## src/logic/soc_bus_pkg.sv

```systemverilog
package soc_bus_pkg;

    // ==============================
    // Bus transfer types
    // ==============================

    // Host request, 48 bits
    typedef struct packed {
        // High for a store
        logic        write;
        // Word address, not byte address
        logic [14:0] addr;
        // Ignored on reads
        logic [31:0] wdata;
    } bus_req_t;

    // Response back to the host, 34 bits
    typedef struct packed {
        // Set for every write
        logic        wr_ack;
        // Address hit nothing in the map
        logic        dec_err;
        // Zero on writes
        logic [31:0] rdata;
    } bus_rsp_t;

    // ==============================
    // Key status word
    // ==============================

    // Same 32 bits seen two ways
    // Key port fills the fields, bus returns the raw word
    typedef union packed {
        logic [31:0] raw;
        struct packed {
            logic        pressed;
            logic [14:0] reserved;
            logic [7:0]  scan;
            logic [7:0]  ascii;
        } fields;
    } key_word_u;

    // ==============================
    // Address map, word addresses
    // ==============================

    // RAM runs from here up to RAM_WORDS-1
    localparam logic [14:0] RAM_BASE     = 15'h0000;
    // Single registers above the RAM window
    localparam logic [14:0] KEY_ADDR     = 15'h1000;
    localparam logic [14:0] CONSOLE_ADDR = 15'h1001;
    localparam logic [14:0] IRQ_ADDR     = 15'h1002;

    // Read data for unmapped reads
    localparam logic [31:0] DECODE_ERR_DATA = 32'hDEAD_BEEF;

endpackage

```

## src/logic/bus_request_queue.sv

```systemverilog
`timescale 1ns/100ps

module bus_request_queue
    import soc_bus_pkg::*;
#(
    parameter int REQ_DEPTH = 4
) (
    input  logic     CLOCK_50,
    input  logic     KEY0,
    // Host side, credit based
    input  logic     req_valid,
    input  bus_req_t req,
    output logic     req_credit,
    // Decoder side, valid/ready
    output logic     dq_valid,
    input  logic     dq_ready,
    output bus_req_t dq_req
);

    // Pointer and occupancy widths
    localparam int AW = (REQ_DEPTH > 1) ? $clog2(REQ_DEPTH) : 1;
    localparam int CW = $clog2(REQ_DEPTH + 1);

    bus_req_t        mem [REQ_DEPTH];
    logic [AW-1:0]   head;
    logic [AW-1:0]   tail;
    logic [CW-1:0]   count;
    logic            push;
    logic            pop;

    // Host only sends with a credit in hand, so no full check here
    assign push = req_valid;
    assign pop  = dq_valid && dq_ready;

    // Oldest entry always on the output
    assign dq_valid = (count != '0);
    assign dq_req   = mem[head];

    // Storage, payload only
    always_ff @(posedge CLOCK_50) begin
        if (push) begin
            mem[tail] <= req;
        end
    end

    // ==============================
    // Pointers, count, credit return
    // ==============================
    always_ff @(posedge CLOCK_50 or negedge KEY0) begin
        if (!KEY0) begin
            head       <= '0;
            tail       <= '0;
            count      <= '0;
            req_credit <= 1'b0;
        end else begin
            if (push) begin
                // Wrap for depths that are not a power of two
                tail <= (tail == AW'(REQ_DEPTH - 1)) ? '0 : tail + 1'b1;
            end
            if (pop) begin
                head <= (head == AW'(REQ_DEPTH - 1)) ? '0 : head + 1'b1;
            end
            count      <= count + CW'(push) - CW'(pop);
            // One credit back per dequeue, a cycle later
            req_credit <= pop;
        end
    end

    // Host pushing into a full queue means it spent a credit it did not have
    a_no_overflow: assert property (@(posedge CLOCK_50) disable iff (!KEY0)
        req_valid |-> (count < CW'(REQ_DEPTH)));

endmodule

```

## config.mk

```make
export PLATFORM = sky130hd
export DESIGN_NAME = bus_request_queue
export DESIGN_NICKNAME = d
export VERILOG_FILES = /design/src/logic/soc_bus_pkg.sv /design/src/logic/bus_request_queue.sv
export SDC_FILE = /design/constraint.sdc
export NUM_CORES = 1
export LEC_CHECK = 0
export BUFFER_PORTS_ARGS = -buffer_cell sky130_fd_sc_hd__buf_4
export CAP_MARGIN = 20
export CORE_MARGIN = 5
export CORE_UTILIZATION = 30
export DETAILED_ROUTE_END_ITERATION = 8
export PLACE_DENSITY_LB_ADDON = 0.25
export SLEW_MARGIN = 20
export SYNTH_ARGS = -nofsm -noshare
export SYNTH_HDL_FRONTEND = slang
export SYNTH_SLANG_ARGS = --single-unit
```

## constraint.sdc

```tcl
create_clock -name CLOCK_50 -period 3.1 [get_ports CLOCK_50]
set_input_delay 0.31 -clock CLOCK_50 [delete_from_list [all_inputs] [get_ports CLOCK_50]]
set_output_delay 0.31 -clock CLOCK_50 [all_outputs]
set_load 0.02 [all_outputs]
```

==> summary.md <==
| Metric | Value |
|---|---|
| Least-Margin Pin Slew | 0.773 ns |
| Post-synthesis register bit count | 200 |
| Critical path class | reg2out |
| Sink Count | 200 |
| Status | finished clean |
| Clk slew on worst S/H paths | 0.08 ns |
| Largest net degree at the start of global routing | 49 |
| Grt ovf | 0 |
| Worst Hold Class | in2reg |
| Worst setup EP type | output port |
| RSZ-0062 raised after global routing | no |
| Multi-input logic area | 0.00130 mm² |
| Initial DRC count | 180 |
| Tcrit/Tclk final | 0.829 |
| Die Area | 0.0280 mm² |
| Clock root cell | clkbuf_16 |
| TritonCTS buffer count | 17 |
| Via count | 3,293 |
| PortBufs | 101 |
| Synth cell types | 19 |
| Post-synthesis sequential area ratio | 0.804 |
| Core Area | 0.0243 mm² |
| Cell Count, Final, Fillers Out | 744 |
| I/O pins | 102 |
| First-pass GRT wire length | 22,000 µm |
| Wire length per cell | 18.8 µm |
| CTS tree | built |
| Row cnt | 57 |
| Remaining DRCs | 0 |
| Syn_nets | 349 |
| H-tree depth | 4 |
| Die W | 167 µm |
| Hold path startpoint | req[7] |
| Max-Cap Viols | 0 |
| Clock skew | 0.00638 ns |
| Crit-path slowest cell | dfrtp_4 |
| F_max | 389 MHz |
| Sink of the worst hold path | mem[2][7] |
| # setup viols final | 0 |
| Critical Path AT | 2.26 ns |
| R2r startpoint | count[1] |
| Placed insts | 711 |
| Slew headroom | 0.485 |
| Vias in the first global route | 3,652 |
| Post-layout instance area | 0.00911 mm² |
| R2r worst-path depth | 9 |
| Syn-to-layout area delta | 22.7% |
| Final net count | 467 |
| Drt pass-1 iters | 4 |
| Clock tree buffer depth | 2 |
| Routed WL | 14,000 µm |
| Ratio of cells with drive above 1 in the final layout | 0.469 |
| Postcts setup bufs | 0 |
| All-Layer GR Usage | 0.104 |
| Critical Path RT | 2.79 ns |
| Hold path depth | 1 |
| Tmin final | 2.57 ns |
| # fillers | 2,223 |
| Cell breakdown of the critical path | buf_12, mux4_2, buf_4 |
| Dpl cell area | 0.00856 mm² |
| Detailed Place HPWL | 8580 µm |
| Initial core utilization | 0.305 |
| Yosys Warn Count | 0 |
| Crit Path Max Fanout | 30 |
| Crit-path max cell delay | 0.72 ns |
| Syn Inst Count | 289 |
| Antenna Nets Post-Route | 0 |
| Avg Synthesized Cell Area | 25.7 µm² |
| Slew Limit Fails | 0 |
| Setup_tns | 0 ns |
| Critical path startpoint category | flop |
| Seq. cell area | 0.00597 mm² |
| Power Density | 937 mW/mm² |
| Ant. Diodes | 0 |
| Peak VDD IR | 0.350 mV |
| Antenna violations before repair | 1 |
| Die Y | 167 µm |
| R2r setup slk | 0.78 ns |
| Fin. Hold Viols | 0 |
| Reg-to-reg endpoint | count[2] |
| Leakage power | 0.00310 µW |
| Fin Hold WS | 0.0844 ns |
| Mean number of vias per cell | 4.43 |
| Post-synthesis cell area | 0.00742 mm² |
| Final Wtd Congestion | 0.619 |
| Worst-Skew Late Latency | 0.42 ns |
-- layout by cell type, fill, tap and decap left out --
master	Yosys	layout
and2_2	0	4
buf_12	5	3
buf_4	1	106
clkbuf_16	0	17
clkinv_1	0	1
clkinv_2	0	3
clkinv_4	0	3
clkinvlp_4	0	3
dfrtp_1	8	6
dfrtp_2	0	1
dfrtp_4	0	1
dlygate4sd3_1	0	1
edfxtp_1	192	192
fa_1	1	1
ha_1	7	7
inv_1	7	7
inv_6	0	3
inv_8	0	2
mux2_2	2	2
mux4_2	48	48
nand2_1	1	1
nor2_1	1	1
o21ai_0	2	2
o31ai_1	1	1
or3_1	1	1
or3b_2	1	1
xnor2_1	2	2
-- worst max-delay path, delay by kind of cell, from the launching register on --
family                 cells  cell delay [ns]
muxes                      1             0.56
DFF                        1             0.72
buffers and inverters      2             0.50
-- report_power, final --
part	leakage [µW]	switching (µW)	total [µW]	internal [µW]
clock network	0.000261	988	2030	1040
logic	0.000978	1450	2780	1330
registers	0.00186	252	3720	3470
-- cell families (layout without fill, tap and decap cells) --
| group | Yosys count | in the layout | share of synthesized area |
|---|---|---|---|
| flops | 200 | 200 | 0.804 |
| fa+ha+maj | 8 | 8 | 0.0145 |
| simple gates | 8 | 8 | 0.00640 |
| mux | 50 | 50 | 0.149 |
| xor+xnor | 2 | 2 | 0.00236 |
| buf+inv | 18 | 149 | 0.0222 |
| compound gates | 3 | 3 | 0.00236 |
-- metrics by stage --
| stage | util | power [µW] | worst slack, ns |
|---|---|---|---|
| 5_1_grt | 0.375 | 9000 | 0.377 |
| 3_5_place_dp | 0.352 | 6680 | 0.780 |
| 4_1_cts | 0.375 | 8720 | 0.437 |
| 6_report | 0.375 | 8530 | 0.530 |
| 2_1_floorplan | - | 5620 | 0.923 |
| 3_3_place_gp | 0.352 | 6640 | 0.917 |
-- area by class of cell --
| type | count | share of cell area |
|---|---|---|
| flip-flops and latches | 200 | 0.655 |
| well taps | 324 | 0.0445 |
| inverters | 7 | 0.00288 |
| clock inverters | 15 | 0.0128 |
| multi-input cells | 71 | 0.143 |
| clock buffers | 17 | 0.0467 |
| repair buffers | 110 | 0.0951 |
-- layer usage --
metal / routed length [µm] / vias up / global-route usage
met2: 7060 / 70 / 0.168
met4: 155 / 2 / 0.0328
met1: 6070 / 1755 / 0.133
li1: - / 1454 / -
met5: 13 / - / 0
met3: 667 / 12 / 0.0339
-- state kept, by name, summed over array words and instances, names as in the netlist --
signal / flops
head: 2
count: 3
tail: 2
req_credit: 1
mem: 192
-- synth_stat cells, drive strengths merged --
master  number  area [µm²]
and2         4        25.0
buf         11         139
dfrtp        8         200
edfxtp     192        5770
fa           1        20.0
ha           7        87.6
inv          7        26.3
mux2         2        22.5
mux4        48        1080
nand2        1        3.75
nor2         1        3.75
o21ai        2        10.0
o31ai        1        7.51
or3          1        6.26
or3b         1        8.76
xnor2        2        17.5
-- what timing repair did --
item | in CTS | in global routing
resized for setup | 0 | 0
hold endpoints to repair | 8 | 0
hold buffers | 1 | 0
-- worst max path at each step --
stage | end | start | cells past startpoint | slack (ns)
finish | dq_req[38] | head[0] | 3 | 0.53
global route | dq_req[24] | head[0] | 3 | 0.38
CTS | dq_req[38] | head[0] | 3 | 0.44
detailed placement | count[2] | count[1] | 9 | 0.78
global placement | dq_req[24] | head[0] | 3 | 0.92
floorplan | mem[0][0] | tail[0] | 3 | 0.92
No activity file was read; power rests on OpenSTA's default activity.
