==> src/logic/soc_bus_pkg.sv <==
package soc_bus_pkg;

    // ==============================
    // Bus transfer types
    // ==============================

    // Host request, 48 bits
    typedef struct packed {
        // High for a store
        logic        write;
        // Word address, not byte address
        logic [14:0] addr;
        // Ignored on reads
        logic [31:0] wdata;
    } bus_req_t;

    // Response back to the host, 34 bits
    typedef struct packed {
        // Set for every write
        logic        wr_ack;
        // Address hit nothing in the map
        logic        dec_err;
        // Zero on writes
        logic [31:0] rdata;
    } bus_rsp_t;

    // ==============================
    // Key status word
    // ==============================

    // Same 32 bits seen two ways
    // Key port fills the fields, bus returns the raw word
    typedef union packed {
        logic [31:0] raw;
        struct packed {
            logic        pressed;
            logic [14:0] reserved;
            logic [7:0]  scan;
            logic [7:0]  ascii;
        } fields;
    } key_word_u;

    // ==============================
    // Address map, word addresses
    // ==============================

    // RAM runs from here up to RAM_WORDS-1
    localparam logic [14:0] RAM_BASE     = 15'h0000;
    // Single registers above the RAM window
    localparam logic [14:0] KEY_ADDR     = 15'h1000;
    localparam logic [14:0] CONSOLE_ADDR = 15'h1001;
    localparam logic [14:0] IRQ_ADDR     = 15'h1002;

    // Read data for unmapped reads
    localparam logic [31:0] DECODE_ERR_DATA = 32'hDEAD_BEEF;

endpackage

==> src/logic/bus_response_queue.sv <==
`timescale 1ns/100ps

module bus_response_queue
    import soc_bus_pkg::*;
#(
    parameter int RSP_DEPTH    = 4,
    parameter int HOST_CREDITS = 2
) (
    input  logic     CLOCK_50,
    input  logic     KEY0,
    // From decoder, valid/ready
    input  logic     rs_valid,
    output logic     rs_ready,
    input  bus_rsp_t rs_rsp,
    // To host, credit based
    output logic     rsp_valid,
    output bus_rsp_t rsp,
    input  logic     rsp_credit
);

    localparam int AW = (RSP_DEPTH > 1) ? $clog2(RSP_DEPTH) : 1;
    localparam int CW = $clog2(RSP_DEPTH + 1);
    localparam int KW = $clog2(HOST_CREDITS + 1);

    bus_rsp_t      mem [RSP_DEPTH];
    logic [AW-1:0] head;
    logic [AW-1:0] tail;
    logic [CW-1:0] count;
    logic [KW-1:0] credits;
    logic          push;

    // Room left, independent of a same-cycle pop
    assign rs_ready = (count != CW'(RSP_DEPTH));
    assign push     = rs_valid && rs_ready;

    // Send only with an entry and a host credit
    assign rsp_valid = (count != '0) && (credits != '0);
    assign rsp       = mem[head];

    always_ff @(posedge CLOCK_50) begin
        if (push) begin
            mem[tail] <= rs_rsp;
        end
    end

    // ==============================
    // Pointers and credit counter
    // ==============================
    always_ff @(posedge CLOCK_50 or negedge KEY0) begin
        if (!KEY0) begin
            head    <= '0;
            tail    <= '0;
            count   <= '0;
            credits <= KW'(HOST_CREDITS);
        end else begin
            if (push) begin
                tail <= (tail == AW'(RSP_DEPTH - 1)) ? '0 : tail + 1'b1;
            end
            if (rsp_valid) begin
                head <= (head == AW'(RSP_DEPTH - 1)) ? '0 : head + 1'b1;
            end
            count   <= count + CW'(push) - CW'(rsp_valid);
            // Spend on send, refill on host return
            credits <= credits - KW'(rsp_valid) + KW'(rsp_credit);
        end
    end

    // Host returning more than it granted
    a_credit_max: assert property (@(posedge CLOCK_50) disable iff (!KEY0)
        credits <= KW'(HOST_CREDITS));

endmodule

==> config.mk <==
export PLATFORM = sky130hd
export DESIGN_NAME = bus_response_queue
export DESIGN_NICKNAME = d
export VERILOG_FILES = /design/src/logic/soc_bus_pkg.sv /design/src/logic/bus_response_queue.sv
export SDC_FILE = /design/constraint.sdc
export NUM_CORES = 1
export LEC_CHECK = 0
export BUFFER_PORTS_ARGS = -buffer_cell sky130_fd_sc_hd__buf_2
export CORE_UTILIZATION = 35
export DETAILED_ROUTE_END_ITERATION = 10
export GPL_ROUTABILITY_DRIVEN = 0
export PLACE_DENSITY = 0.6
export RECOVER_POWER = 25
export SKIP_LAST_GASP = 1
export SYNTH_ARGS = -nofsm -noshare
export SYNTH_HDL_FRONTEND = slang
export SYNTH_SLANG_ARGS = --single-unit
==> constraint.sdc <==
create_clock -name CLOCK_50 -period 2.05 [get_ports CLOCK_50]
set_input_delay 0.1025 -clock CLOCK_50 [delete_from_list [all_inputs] [get_ports CLOCK_50]]
set_output_delay 0.1025 -clock CLOCK_50 [all_outputs]
set_load 0.05 [all_outputs]
==> qor_table.md <==
| Stage | Result | Value |
|:---|:---|:---|
| critical path | Worst reg-to-reg setup slack | 0.04 ns |
| detailed routing | Pre-antenna DRT Iters | 4 |
| detailed routing | Residual antenna-violating net count after detailed routing | 0 |
| place | HPWL after detailed placement | 5910 um |
| synth | Complex-gate fraction of the synthesized area | 0.001847 |
| floorplan | Core Box Area | 15150 um^2 |
| clocking | Root buffer selected by CTS | clkbuf_16 |
| synth | Cell count after synthesis | 222 |
| grt | Overall global routing resource usage | 0.1311 |
| synth | Average size of a mapped cell | 24.42 um^2 |
| critical path | Number of buffers and inverters on the critical path | 0 |
| cells and area | Most used cells in the layout excluding fill and tap cells | edfxtp_1, buf_2, dlygate4sd3_1 |
| detailed routing | Number of DRC violations after detailed-routing iteration 0 | 120 |
| detailed routing | Wire length per cell after detailed routing | 17.10 um |
| grt | Via count of the first global-routing pass | 2799 |
| floorplan | Die area | 15990 um^2 |
| detailed routing | Average via count per standard cell | 4.746 |
| floorplan | Ports placed on the boundary | 74 |
| timing | Sum of negative setup slack | 0 ns |
| clocking | Longest Clk Path Bufs | 2 |
| synth | Number of distinct library cells after synthesis | 24 |
| floorplan | Initial Utilization | 0.3579 |
| pwr | Maximum ir drop on the vdd rail | 797.5 uV |
| floorplan | Site Rows | 45 |
| critical path | Biggest cell delay along the critical path | 0.40 ns |
| critical path | Critical path endpoint category | flip-flop |
| critical path | Crit Reg-Reg Startpoint | count[1] |
| critical path | Most common cell on crit path | xor2_1 |
| timing | Final setup fails | 0 |
| cells and area | Leading cell type in the layout, fill and taps excluded | edfxtp_1 |
| clocking | Number of H-tree levels | 4 |
| critical path | Cell with the biggest individual delay on the critical path | or3b_4 |
| critical path | Critical Path Start Type | flip-flop |
| cells and area | Post-layout nets | 405 |
| timing | RSZ-0062 raised after global routing | yes |
| grt | Pin count of the biggest net entering global routing | 28 |
| grt | Initial antenna violation count | 0 |
| cells and area | Inserted Diodes | 0 |
| synth | Sequential share of the synthesized area | 0.7952 |
| timing | Worst-case headroom to the max-slew limit | 0.6413 |
| synth | XOR/XNOR share of the synthesized area | 0.006464 |
| detailed routing | Wire length after detailed routing | 9558 um |
| timing | Maximum clock rate | 498.6 MHz |
| synth | Number of register bits inferred by synthesis | 145 |
| critical path | Kind of cell adding the most delay to the critical path | simple AND/OR/NAND/NOR gates |
| critical path | Timing startpoint of the critical path | count[1] |
| clocking | Latest clock arrival within the worst-skew pair | 0.41 ns |
| critical path | Arrival time of the worst setup path | 2.30 ns |
| grt | Wire length of the first global-routing pass | 14880 um |
| synth | Net count after synthesis | 268 |
| clocking | Clock edge transition at the registers on the reported setup and hold paths | 0.06 ns |
| detailed routing | DRC violation count after routing | 0 |
| timing | Worst clock skew | 0.005977 ns |
| pwr | Leak | 2.472 nW |
| worst hold path | Path category of the worst min-delay check | input port to async pin |
| synth | Netlist Area Pre-Place | 5420 um^2 |
| clocking | Cts bufs inserted | 17 |
| synth | Basic-gate share of the synthesized area counting and, or, nand and nor cells | 0.01524 |
| critical path | Data required time at the worst endpoint | 2.34 ns |
| timing | Total count of hold-check failures in the final report | 0 |
| run status | Result of the run | finished, final reports clean |
| critical path | Worst Path Class, Setup | flip-flop to flip-flop |
| timing | Final critical-path share of the clock period | 0.9784 |
| cells and area | Share of post-route cells with drive strength above 1 | 0.3908 |
| timing | Clock period minus final worst setup slack | 2.006 ns |
| synth | Warnings from Yosys | 0 |
| cells and area | Final standard cell utilization of the core | 0.4684 |
| timing | Transition time at the pin with the least slew margin | 0.5381 ns |
| floorplan | Die H | 126.4 um |
| floorplan | Die extent in x | 126.4 um |
| critical path | Cell Chain, Critical Path | or3b_4, and2_4, xor2_1, ha_2, fa_2, xor2_1, xnor2_1 |
| place | Count of input and output buffers | 73 |
| grt | Overflow left after global routing | 0 |
| synth | Combinational family with the most area after synthesis | multiplexers |
| critical path | Largest driver fanout on the critical path | 3 |
| clocking | Clock tree from TritonCTS | built |
| cells and area | Signed area change from the synthesized netlist to the final layout | 30.89% |
| detailed routing | Via count | 2653 |
| synth | Multiplexer share of the synthesized area | 0.1510 |
| synth | Post-synthesis adder-cell area fraction | 0.01985 |
| pwr | Power per unit of standard cell area | 1646 nW/um^2 |
| clocking | CTS Sinks | 145 |
| timing | Final-report max-slew violation count | 0 |
| job | Count of maximum capacitance violations | 0 |
[cells by family (layout without fill, tap and decap cells)]
family | count (synthesis) | count (layout)
AO/OA/AOI/OAI | 2 | 2
XOR/XNOR | 4 | 4
adder cells (fa/ha/maj) | 8 | 8
buffers and inverters | 11 | 160
flip-flops | 145 | 145
multiplexers | 38 | 38
AND/OR/NAND/NOR | 14 | 14
[synth_stat cells]
cell type	instances	share of area
and2_4	1	0.0016
and3_1	3	0.0035
and3_2	1	0.0014
buf_1	2	0.0014
buf_2	2	0.0018
buf_4	3	0.0042
clkbuf_2	1	0.00092
dfrtp_1	8	0.037
dfstp_2	1	0.0048
edfxtp_1	136	0.75
fa_1	1	0.0037
ha_1	7	0.016
inv_1	3	0.0021
mux2_2	2	0.0042
mux2_4	2	0.0055
mux4_2	34	0.14
nand2_1	1	0.00069
nand2b_1	2	0.0023
nor2_1	4	0.0028
nor3_1	1	0.00092
o21ai_0	2	0.0018
or3b_4	1	0.0021
xnor2_1	2	0.0032
xor2_1	2	0.0032
[worst reg2reg max path: stages (launching register included)]
cell     delay [ns]
dfrtp_1        0.38
or3b_4         0.40
and2_4         0.16
xor2_1         0.14
ha_2           0.19
fa_2           0.33
xor2_1         0.17
xnor2_1        0.13
[worst paths after layout]
path,end,depth (start not counted)
setup / recovery,count[2],7
setup reg to reg,count[2],7
max in group asynchronous,head[0],2
hold / removal,credits[0],2
min in group CLOCK_50,tail[1],4
hold reg to reg,credits[1],2
[stage by stage]
stage / cells / instance area (um^2) / setup slack, ns / hold slack [ns] / power (W)
floorplan: 222 / 5436 / -0.07253 / -0.1931 / 0.007564
global placement: 489 / 6162 / 0.05326 / -0.03158 / 0.008712
detailed placement: 489 / 6162 / 0.03172 / -0.02470 / 0.008776
CTS: 556 / 7098 / 0.02059 / 0.06207 / 0.01183
global route: 559 / 7094 / -0.01272 / 0.2158 / 0.01219
finish: 559 / 7094 / 0.04421 / 0.1738 / 0.01168
[power by group]
part	switching (W)	leakage, nW	internal [W]	total [W]
logic	0.00302	0.853	0.00157	0.00459
registers	0.000167	1.35	0.00394	0.00410
clock network	0.00109	0.271	0.00189	0.00298
total	0.00428	2.47	0.00740	0.0117
[layer usage]
metal | share of wire | vias up | track usage
met1 | 0.41 | 1377 | 0.1482
li1 | - | 1203 | -
met4 | 0.018 | 0 | 0.05528
met2 | 0.53 | 59 | 0.2252
met3 | 0.044 | 14 | 0.04682
met5 | 0 | - | 0
[area by class of cell]
class                           count  area [um^2]
Fill cell                        1269         8051
Sequential cell                   145         4313
Multi-Input combinational cell     66         1070
Timing Repair Buffer              126        889.6
Clock buffer                       19        432.9
Tap cell                          188        235.2
Clock inverter                     12        142.6
Inverter                            3        11.26
[state kept, by name, summed over array words and instances (netlist names)]
name     count
count        3
credits      2
tail         2
mem        136
head         2
[repair_timing]
item                                   CTS  global route
hold buffers                            36             0
gates resized for setup                  0             0
endpoints found under the hold margin  147             0
setup endpoints to repair                0             1
setup buffers                            0             3
(Power assumes the default switching activity.)
