$ cat config.mk
export PLATFORM = sky130hd
export DESIGN_NAME = bus_decoder
export DESIGN_NICKNAME = d
export VERILOG_FILES = /design/src/logic/soc_bus_pkg.sv /design/src/logic/bus_decoder.sv
export SDC_FILE = /design/constraint.sdc
export NUM_CORES = 1
export LEC_CHECK = 0
export BUFFER_PORTS_ARGS = -buffer_cell sky130_fd_sc_hd__buf_4
export CAP_MARGIN = 20
export CORE_ASPECT_RATIO = 0.75
export CORE_UTILIZATION = 34
export DETAILED_ROUTE_END_ITERATION = 10
export MAX_ROUTING_LAYER = met4
export PLACE_DENSITY = 0.77
export REMOVE_ABC_BUFFERS = 1
export SYNTH_ARGS = -nofsm -noshare
export SYNTH_HDL_FRONTEND = slang
export SYNTH_SLANG_ARGS = --single-unit
$ cat constraint.sdc
create_clock -name CLOCK_50 -period 2.6 [get_ports CLOCK_50]
set_clock_uncertainty 0.15 [all_clocks]
set_input_delay 0.78 -clock CLOCK_50 [delete_from_list [all_inputs] [get_ports CLOCK_50]]
set_output_delay 0.78 -clock CLOCK_50 [all_outputs]
set_load 0.01 [all_outputs]
$ cat src/logic/soc_bus_pkg.sv
package soc_bus_pkg;

    // ==============================
    // Bus transfer types
    // ==============================

    // Host request, 48 bits
    typedef struct packed {
        // High for a store
        logic        write;
        // Word address, not byte address
        logic [14:0] addr;
        // Ignored on reads
        logic [31:0] wdata;
    } bus_req_t;

    // Response back to the host, 34 bits
    typedef struct packed {
        // Set for every write
        logic        wr_ack;
        // Address hit nothing in the map
        logic        dec_err;
        // Zero on writes
        logic [31:0] rdata;
    } bus_rsp_t;

    // ==============================
    // Key status word
    // ==============================

    // Same 32 bits seen two ways
    // Key port fills the fields, bus returns the raw word
    typedef union packed {
        logic [31:0] raw;
        struct packed {
            logic        pressed;
            logic [14:0] reserved;
            logic [7:0]  scan;
            logic [7:0]  ascii;
        } fields;
    } key_word_u;

    // ==============================
    // Address map, word addresses
    // ==============================

    // RAM runs from here up to RAM_WORDS-1
    localparam logic [14:0] RAM_BASE     = 15'h0000;
    // Single registers above the RAM window
    localparam logic [14:0] KEY_ADDR     = 15'h1000;
    localparam logic [14:0] CONSOLE_ADDR = 15'h1001;
    localparam logic [14:0] IRQ_ADDR     = 15'h1002;

    // Read data for unmapped reads
    localparam logic [31:0] DECODE_ERR_DATA = 32'hDEAD_BEEF;

endpackage

$ cat src/logic/bus_decoder.sv
`timescale 1ns/100ps

module bus_decoder
    import soc_bus_pkg::*;
#(
    parameter int RAM_WORDS = 1024
) (
    input  logic                         CLOCK_50,
    input  logic                         KEY0,
    // From request queue
    input  logic                         dq_valid,
    output logic                         dq_ready,
    input  bus_req_t                     dq_req,
    // To response queue
    output logic                         rs_valid,
    input  logic                         rs_ready,
    output bus_rsp_t                     rs_rsp,
    // Scratch RAM port
    output logic                         ram_en,
    output logic                         ram_we,
    output logic [$clog2(RAM_WORDS)-1:0] ram_addr,
    output logic [31:0]                  ram_wdata,
    input  logic [31:0]                  ram_rdata,
    // Key port
    output logic                         key_rd,
    input  key_word_u                    key_data,
    input  logic                         irq_pending,
    // Console byte out
    output logic                         console_valid,
    output logic [7:0]                   console_byte
);

    typedef enum logic [1:0] {ST_IDLE, ST_RAM_WAIT, ST_HOLD} state_t;

    state_t      state;
    bus_rsp_t    rsp_q;
    bus_rsp_t    rsp_next;
    logic [14:0] ram_off;
    logic        sel_ram;
    logic        sel_key;
    logic        sel_con;
    logic        sel_irq;
    logic        sel_none;
    logic        accept;

    // ==============================
    // Address decode
    // ==============================
    // Offset into RAM window, below base wraps high and misses
    assign ram_off  = dq_req.addr - RAM_BASE;
    assign sel_ram  = (ram_off < RAM_WORDS);
    assign sel_key  = (dq_req.addr == KEY_ADDR);
    assign sel_con  = (dq_req.addr == CONSOLE_ADDR);
    assign sel_irq  = (dq_req.addr == IRQ_ADDR);
    assign sel_none = !(sel_ram || sel_key || sel_con || sel_irq);

    // Free when empty, or when the held item leaves this cycle
    assign dq_ready = (state == ST_IDLE) || (state == ST_HOLD && rs_ready);
    assign accept   = dq_valid && dq_ready;

    // RAM access starts in the accept cycle
    assign ram_en    = accept && sel_ram;
    assign ram_we    = dq_req.write;
    assign ram_addr  = ram_off[$clog2(RAM_WORDS)-1:0];
    assign ram_wdata = dq_req.wdata;

    // Reading the key register clears its pressed flag
    assign key_rd = accept && sel_key && !dq_req.write;

    // Response for everything except RAM read data
    always_comb begin
        rsp_next.wr_ack  = dq_req.write;
        rsp_next.dec_err = sel_none;
        rsp_next.rdata   = '0;
        if (!dq_req.write) begin
            if (sel_key) begin
                rsp_next.rdata = key_data.raw;
            end else if (sel_irq) begin
                rsp_next.rdata = {31'd0, irq_pending};
            end else if (sel_none) begin
                rsp_next.rdata = DECODE_ERR_DATA;
            end
        end
    end

    assign rs_valid = (state == ST_HOLD);
    assign rs_rsp   = rsp_q;

    // ==============================
    // Control FSM
    // ==============================
    always_ff @(posedge CLOCK_50 or negedge KEY0) begin
        if (!KEY0) begin
            state <= ST_IDLE;
        end else if (accept) begin
            // RAM reads need the data cycle first
            state <= (sel_ram && !dq_req.write) ? ST_RAM_WAIT : ST_HOLD;
        end else if (state == ST_RAM_WAIT) begin
            state <= ST_HOLD;
        end else if (state == ST_HOLD && rs_ready) begin
            state <= ST_IDLE;
        end
    end

    // Held response
    always_ff @(posedge CLOCK_50) begin
        if (accept) begin
            rsp_q <= rsp_next;
        end else if (state == ST_RAM_WAIT) begin
            rsp_q.rdata <= ram_rdata;
        end
    end

    // Console strobe, low byte only
    always_ff @(posedge CLOCK_50 or negedge KEY0) begin
        if (!KEY0) begin
            console_valid <= 1'b0;
        end else begin
            console_valid <= accept && sel_con && dq_req.write;
        end
    end

    always_ff @(posedge CLOCK_50) begin
        if (accept && sel_con && dq_req.write) begin
            console_byte <= dq_req.wdata[7:0];
        end
    end

    // Map regions must not overlap
    a_one_select: assert property (@(posedge CLOCK_50) disable iff (!KEY0)
        dq_valid |-> $onehot0({sel_ram, sel_key, sel_con, sel_irq}));

endmodule

==> out/qor.txt, run 1 <==
Outcome: finished, violations left
Failing checks: setup timing
Worst EP arrival: 1670 ps
Main combinational cell family by area after synthesis: buffers and inverters
PD cells: 501 nW/um2
Share of layout cells above drive strength 1: 65.9%
Worst path cell trace: buf_4, nor4_4, nand2_2, nor3_4, buf_6
Grt ovf: 0
R2R cell count: 5
Worst EP required: 1670 ps
Chip width: 97.3 um
Post-Synth Simple-Gate Area: 8.10%
Peak VDD IR: 0.222 mV
Layout area overhead: 51.5%
Synth Area in Compound Gates: 16.4%
Syn Inst Count: 166
Final Hold Vio Count: 0
CTS max path bufs: 2
Buf/Inv on CP: 2
Total leakage power: 1.53 nW
Iter 0 DRT Violations: 44
Number of flops mapped to enable cells by yosys: 42
# fillers: 568
CP max stage cell: nor4_4
Die area: 7150 um2
Worst Hold Class: primary input to async pin
Core area: 6440 um2
Top FF cell, synth: edfxtp_1
Tot GR Track Use: 18.3%
Critical path fanouts, max: 2
CTS tree: built
Total Power: 1.76 mW
Most frequent cells in the layout: buf_4, edfxtp_1, a221o_1, a22o_1, buf_6
Max Clk Rate: 384 MHz
Setup Viol. Count Final: 1
Post-Syn Area: 2320 um2
DR pass1 iterations: 4
Syn Area/Cell: 14.0 um2
Global-route wire length before repair: 9.56 mm
DP Worst Slack: -200 ps
Startpoint Class: primary input
Final setup margin: -3.71 ps
Most common cell after layout, fill and taps aside: buf_4
Minimum clock period: 2600 ps
Detail Route Antenna Nets: 0
Register area share after synthesis: 57.7%
RSZ-0062 raised after global routing: yes
Row cnt: 25
Htree depth: 2
Area of the multi-input gates: 612 um2
Worst-Skew Late Latency: 290 ps
Reg2Reg Capture Point: rs_rsp[25]
Synth unique cells: 35
Port Buf Inserts: 158
# diodes: 0
Crit path max-delay family: simple AND/OR/NAND/NOR gates
# IOs: 207
Async set or reset register ratio after synthesis: 6.67%
Initial Util: 36.0%
Die Ht: 73.5 um
WS Path Type: primary input to output pin
Final period util: 100%
Mux share of post-synthesis cell area: 0%
Vias in the first global route: 1,816
Worst-Margin Slew: 530 ps
DR vias/cell: 4.95
Slew HR: 64.7%
Clk sinks: 45
CTS Hold Bufs: 0
RD Place Congestion: 0.822
Drc violations: 0
YS warnings: 0
Flop2flop setup slack: 570 ps
Total Wirelength: 6.56 mm
# nets final: 409
Max Transition Viols Final: 0
CTS Buf Count: 5
#FFs+latches synth: 45
Max stage delay on crit path: 270 ps
Antenna violations before repair: 0
Maximum Capacitance Violations: 0
Clock tree root buffer cell: clkbuf_8
Largest net degree at the start of global routing: 37
DR vias: 1,850
Fin util: 54.5%
Routed len/inst: 17.5 um
R2r startpoint: state[0]
Detailed Place HPWL: 4.99 mm
Clk slew on worst S/H paths: 80 ps
CP Capture Type: output pin
Total area of sequential cells: 1340 um2
Synth Area in XOR/XNOR: 0%
Post-synthesis adder-cell area fraction: 0%
==> worst reg2reg max path, cell delays in order, from the launching register on <==
cell and delay (ps):
dfrtp_1 430, and2b_1 290, nand3b_4 100, buf_4 150, o21ba_2 570, a221o_1 220
==> kinds of logic after synthesis <==
| logic type | Yosys count |
|---|---|
| buffers and inverters | 55 |
| AND/OR/NAND/NOR | 25 |
| AO/OA/AOI/OAI | 41 |
| flip-flops | 45 |
==> worst max-delay path by stage <==
| stage | start | end | slack, ps | cells past startpoint |
|---|---|---|---|---|
| 2_1_floorplan | dq_req[35] | key_rd | -330 | 3 |
| 3_3_place_gp | dq_req[43] | ram_en | -200 | 4 |
| 3_5_place_dp | dq_req[43] | ram_en | -200 | 4 |
| 4_1_cts | dq_req[40] | key_rd | -20 | 5 |
| 5_1_grt | dq_req[34] | key_rd | -100 | 5 |
| 6_report | dq_req[34] | key_rd | -4 | 5 |
==> registers in the layout, indices dropped and copies added, names as in the netlist <==
name           count
rs_rsp            34
console_byte       8
console_valid      1
state              2
==> metrics by stage <==
step / hold slack (ps) / setup TNS (ps) / cell area, um2 / cells
6_report: 111 / -3.71 / 3510 / 374
3_5_place_dp: 399 / -455 / 3320 / 364
3_3_place_gp: 383 / -375 / 3320 / 364
2_1_floorplan: 334 / -2620 / 1910 / 114
5_1_grt: 99.0 / -122 / 3510 / 374
4_1_cts: 103 / -16.1 / 3510 / 374
==> layer usage <==
metal  routed length [um]  vias to the layer above  GRT usage (%)
met3                  687                        7           7.52
met5                    0                        -              -
met1                 2580                      864           20.8
met4                   51                        0           5.39
met2                 3240                      120           30.2
li1                     -                      859              -
==> cell usage after synthesis (2+ instances only) <==
cell type	instances	area [um2]
a22o_1	8	70.1
dfrtp_1	3	75.1
nor4_1	2	12.5
nand2b_1	2	12.5
inv_1	3	11.3
nand2_1	5	18.8
o31ai_1	2	15.0
nor2_1	2	7.51
edfxtp_1	42	1260
a221o_1	21	210
a221o_2	2	22.5
buf_6	6	67.6
buf_4	43	323
nand2_2	2	12.5
nand3_1	2	10.0
clkbuf_1	2	7.51
==> power by group <==
part	switching, mW	internal, mW	total, mW
clock	0.237	0.289	0.526
sequential	0.0124	0.849	0.861
combinational	0.151	0.222	0.373
==> final cells by class <==
| class | instances | share of cell area, % |
|---|---|---|
| sequential | 45 | 38.1 |
| timing repair buffer | 171 | 38.1 |
| clock inverter | 2 | 1.10 |
| multi-input combinational | 66 | 17.4 |
| clock buffer | 6 | 2.07 |
| tap | 81 | 2.89 |
| inverter | 3 | 0.321 |
==> repair_timing <==
item | 4_1_cts | 5_1_grt
endpoints found under the setup margin | 2 | 2
buffers inserted | 2 | 0
resized for setup | 14 | 1
pin swaps | 6 | 0
endpoints found under the hold margin | 0 | 0
Note: power is estimated with default switching activity, not from simulation.
==> run 2: changes to the inputs <==
--- a/config.mk
+++ b/config.mk
@@ -7,11 +7,13 @@
 export LEC_CHECK = 0
 export BUFFER_PORTS_ARGS = -buffer_cell sky130_fd_sc_hd__buf_4
 export CAP_MARGIN = 20
+export CELL_PAD_IN_SITES_DETAIL_PLACEMENT = 1
+export CELL_PAD_IN_SITES_GLOBAL_PLACEMENT = 1
 export CORE_ASPECT_RATIO = 0.75
-export CORE_UTILIZATION = 34
+export CORE_UTILIZATION = 24
 export DETAILED_ROUTE_END_ITERATION = 10
 export MAX_ROUTING_LAYER = met4
-export PLACE_DENSITY = 0.77
+export PLACE_DENSITY_LB_ADDON = 0.1
 export REMOVE_ABC_BUFFERS = 1
 export SYNTH_ARGS = -nofsm -noshare
 export SYNTH_HDL_FRONTEND = slang
==> run 2 against run 1 <==
Compared with the run above: die area rose by 41%; sequential cell count did not move; combinational power rose by 1%; sequential power barely moved; wire length rose by 13%; hold slack improved by 17 ps; highest routed layer unchanged; non-clock buffer count rose by 2; cell area rose by 3.8%; count of clock-buffer cells in the layout fell by 1; utilization fell by 15 points; the run still ends with setup timing left; final cell count rose by 13%.
==> out/qor.txt, run 2 (same netlist as run 1, synthesis figures left out) <==
# nets final: 411 (+0.49%)
Fin util: 39.6% (-15 points)
Peak VDD IR: 0.215 mV (-3.3%)
Most used cell, CP: buf_6
# diodes: 0 (unchanged)
Worst-Margin Slew: 602 ps (+72.6 ps)
Failing checks: setup timing
Max Clk Rate: 381 MHz (-0.89%)
# fillers: 1,033 (+82%)
Max stage delay on crit path: 310 ps (+40 ps)
Grt ovf: 0 (unchanged)
WS Path Type: primary input to output pin
Htree depth: 2 (unchanged)
Switching power of the nets: 0.421 mW (+4.8%)
Worst EP required: 1670 ps (about the same)
Crit path max-delay family: simple AND/OR/NAND/NOR gates
RSZ-0062 raised after global routing: yes
Tot GR Track Use: 14.9% (-3.4 points)
Worst-Skew Late Latency: 280 ps (about the same)
Core area: 9200 um2 (+43%)
RD Place Congestion: 0.697 (-15%)
Antenna violations before repair: 0 (unchanged)
Switching Share: 21.7% (-1.1 points)
Setup Viol. Count Final: 2 (+1)
Final Hold Vio Count: 0 (unchanged)
Clk slew on worst S/H paths: 60 ps (-20 ps)
Final setup margin: -27.2 ps (-23.5 ps)
Die area: 10,100 um2 (+41%)
CTS tree: built
Chip width: 115 um (+19%)
PD cells: 532 nW/um2 (+6.2%)
Clk sinks: 45 (unchanged)
Most frequent cells in the layout: buf_4, edfxtp_1, a221o_1, a22o_1
Int Pwr: 1.52 mW (+12%)
Largest net degree at the start of global routing: 37 (unchanged)
Initial Util: 25.2% (-11 points)
Clock tree root buffer cell: clkbuf_16
CP Capture Type: output pin
Layout area overhead: 57.2%
DR vias/cell: 4.49 (-9.3%)
CTS Hold Bufs: 0 (unchanged)
Maximum Capacitance Violations: 0 (unchanged)
Startpoint Class: primary input
# IOs: 207 (unchanged)
Most common cell after layout, fill and taps aside: buf_4
Drc violations: 0 (unchanged)
Max Transition Viols Final: 0 (unchanged)
Worst path cell trace: buf_6, nor4_4, nand2_2, nor3_4, buf_6
Minimum clock period: 2630 ps (+23.5 ps)
DR pass1 iterations: 4 (unchanged)
Total Power: 1.94 mW (+10%)
Critical path fanouts, max: 2 (unchanged)
DR vias: 1,894 (+2.4%)
Routed len/inst: 17.6 um (+0.12%)
Global-route wire length before repair: 10.7 mm (+12%)
Worst EP arrival: 1700 ps (+30 ps)
Buf/Inv on CP: 2 (unchanged)
Detailed Place HPWL: 5.61 mm (+12%)
Iter 0 DRT Violations: 95 (+120%)
Gate power share: 19.5% (-1.7 points)
Worst Hold Class: primary input to async pin
Slew HR: 59.9% (-4.8 points)
Flip-flop count of the largest register after layout: 34 (unchanged)
CTS max path bufs: 2 (unchanged)
CTS Buf Count: 5 (unchanged)
Sequential share of power: 44.4% (-4.5 points)
CP max stage cell: nor4_4
Outcome: finished, violations left
Share of layout cells above drive strength 1: 66.3% (+0.46 points)
Vias in the first global route: 1,987 (+9.4%)
Die Ht: 87.1 um (+19%)
Total leakage power: 1.57 nW (+2.7%)
Total Wirelength: 7.41 mm (+13%)
Port Buf Inserts: 158 (unchanged)
Row cnt: 30 (+20%)
Detail Route Antenna Nets: 0 (unchanged)
Final period util: 101% (+0.90 points)
Clk network pwr share: 36.1% (+6.2 points)
==> run 2: changes by cell type in the layout (fill, tap and decap cells not counted) <==
cell       delta
nor3_2        -1
clkinv_4      -1
buf_8         +1
clkbuf_16     +5
buf_4         +2
clkinv_2      +1
buf_6         -1
clkbuf_1      -1
clkbuf_8      -5
nor3_4        +1
==> run 2: timing repair <==
item                       CTS  global route
pin swaps                    7             2
resized for setup           13             4
buffers inserted             4             1
setup endpoints to repair    2             2
==> run 2: stage by stage <==
| step | setup slack [ps] | area, um2 | hold WS, ps | cells | setup TNS [ps] |
|---|---|---|---|---|---|
| 2_1_floorplan | -330 | 1910 | 334 | 114 | -2620 |
| 3_3_place_gp | -244 | 3370 | 401 | 410 | -2100 |
| 3_5_place_dp | -256 | 3370 | 407 | 410 | -1740 |
| 4_1_cts | -87.3 | 3620 | 120 | 421 | -159 |
| 5_1_grt | -112 | 3640 | 117 | 422 | -172 |
| 6_report | -27.2 | 3640 | 128 | 422 | -50.3 |
==> run 2: layout make-up <==
cell class                 instances  area (um2)  area share [%]
timing repair buffer             173        1360            37.3
sequential                        45        1340            36.7
multi-input combinational         66         618            17.0
tap                              128         160            4.40
clock buffer                       5         125            3.43
clock inverter                     2        35.0           0.962
inverter                           3        11.3           0.309
==> run 2: routing by layer <==
metal | part of all wire [%] | track usage (%) | vias up
met4 | 0.84 | 3.90 | 0
met1 | 43 | 19.0 | 923
met3 | 10 | 5.92 | 5
li1 | - | - | 864
met5 | 0 | - | -
met2 | 46 | 22.0 | 102
==> run 2: final timing paths <==
kind	start	to	slack, ps	cells after the start
min in group CLOCK_50	state[1]	state[0]	410	2
max reg2reg	state[0]	rs_rsp[2]	510	5
min reg2reg	state[1]	state[0]	410	2
max in group asynchronous	KEY0	state[1]	2080	1
max	dq_req[40]	key_rd	-30	5
min	KEY0	console_valid	130	1
==> run 2: power groups by stage <==
stage | registers (mW) | clock network (mW) | logic (mW)
after floorplan | 0.900 | 0 | 0.0886
after global placement | 0.876 | 0 | 0.370
after detailed placement | 0.878 | 0 | 0.371
after CTS | 0.862 | 0.723 | 0.383
after global routing | 0.866 | 0.752 | 0.409
final | 0.862 | 0.700 | 0.378
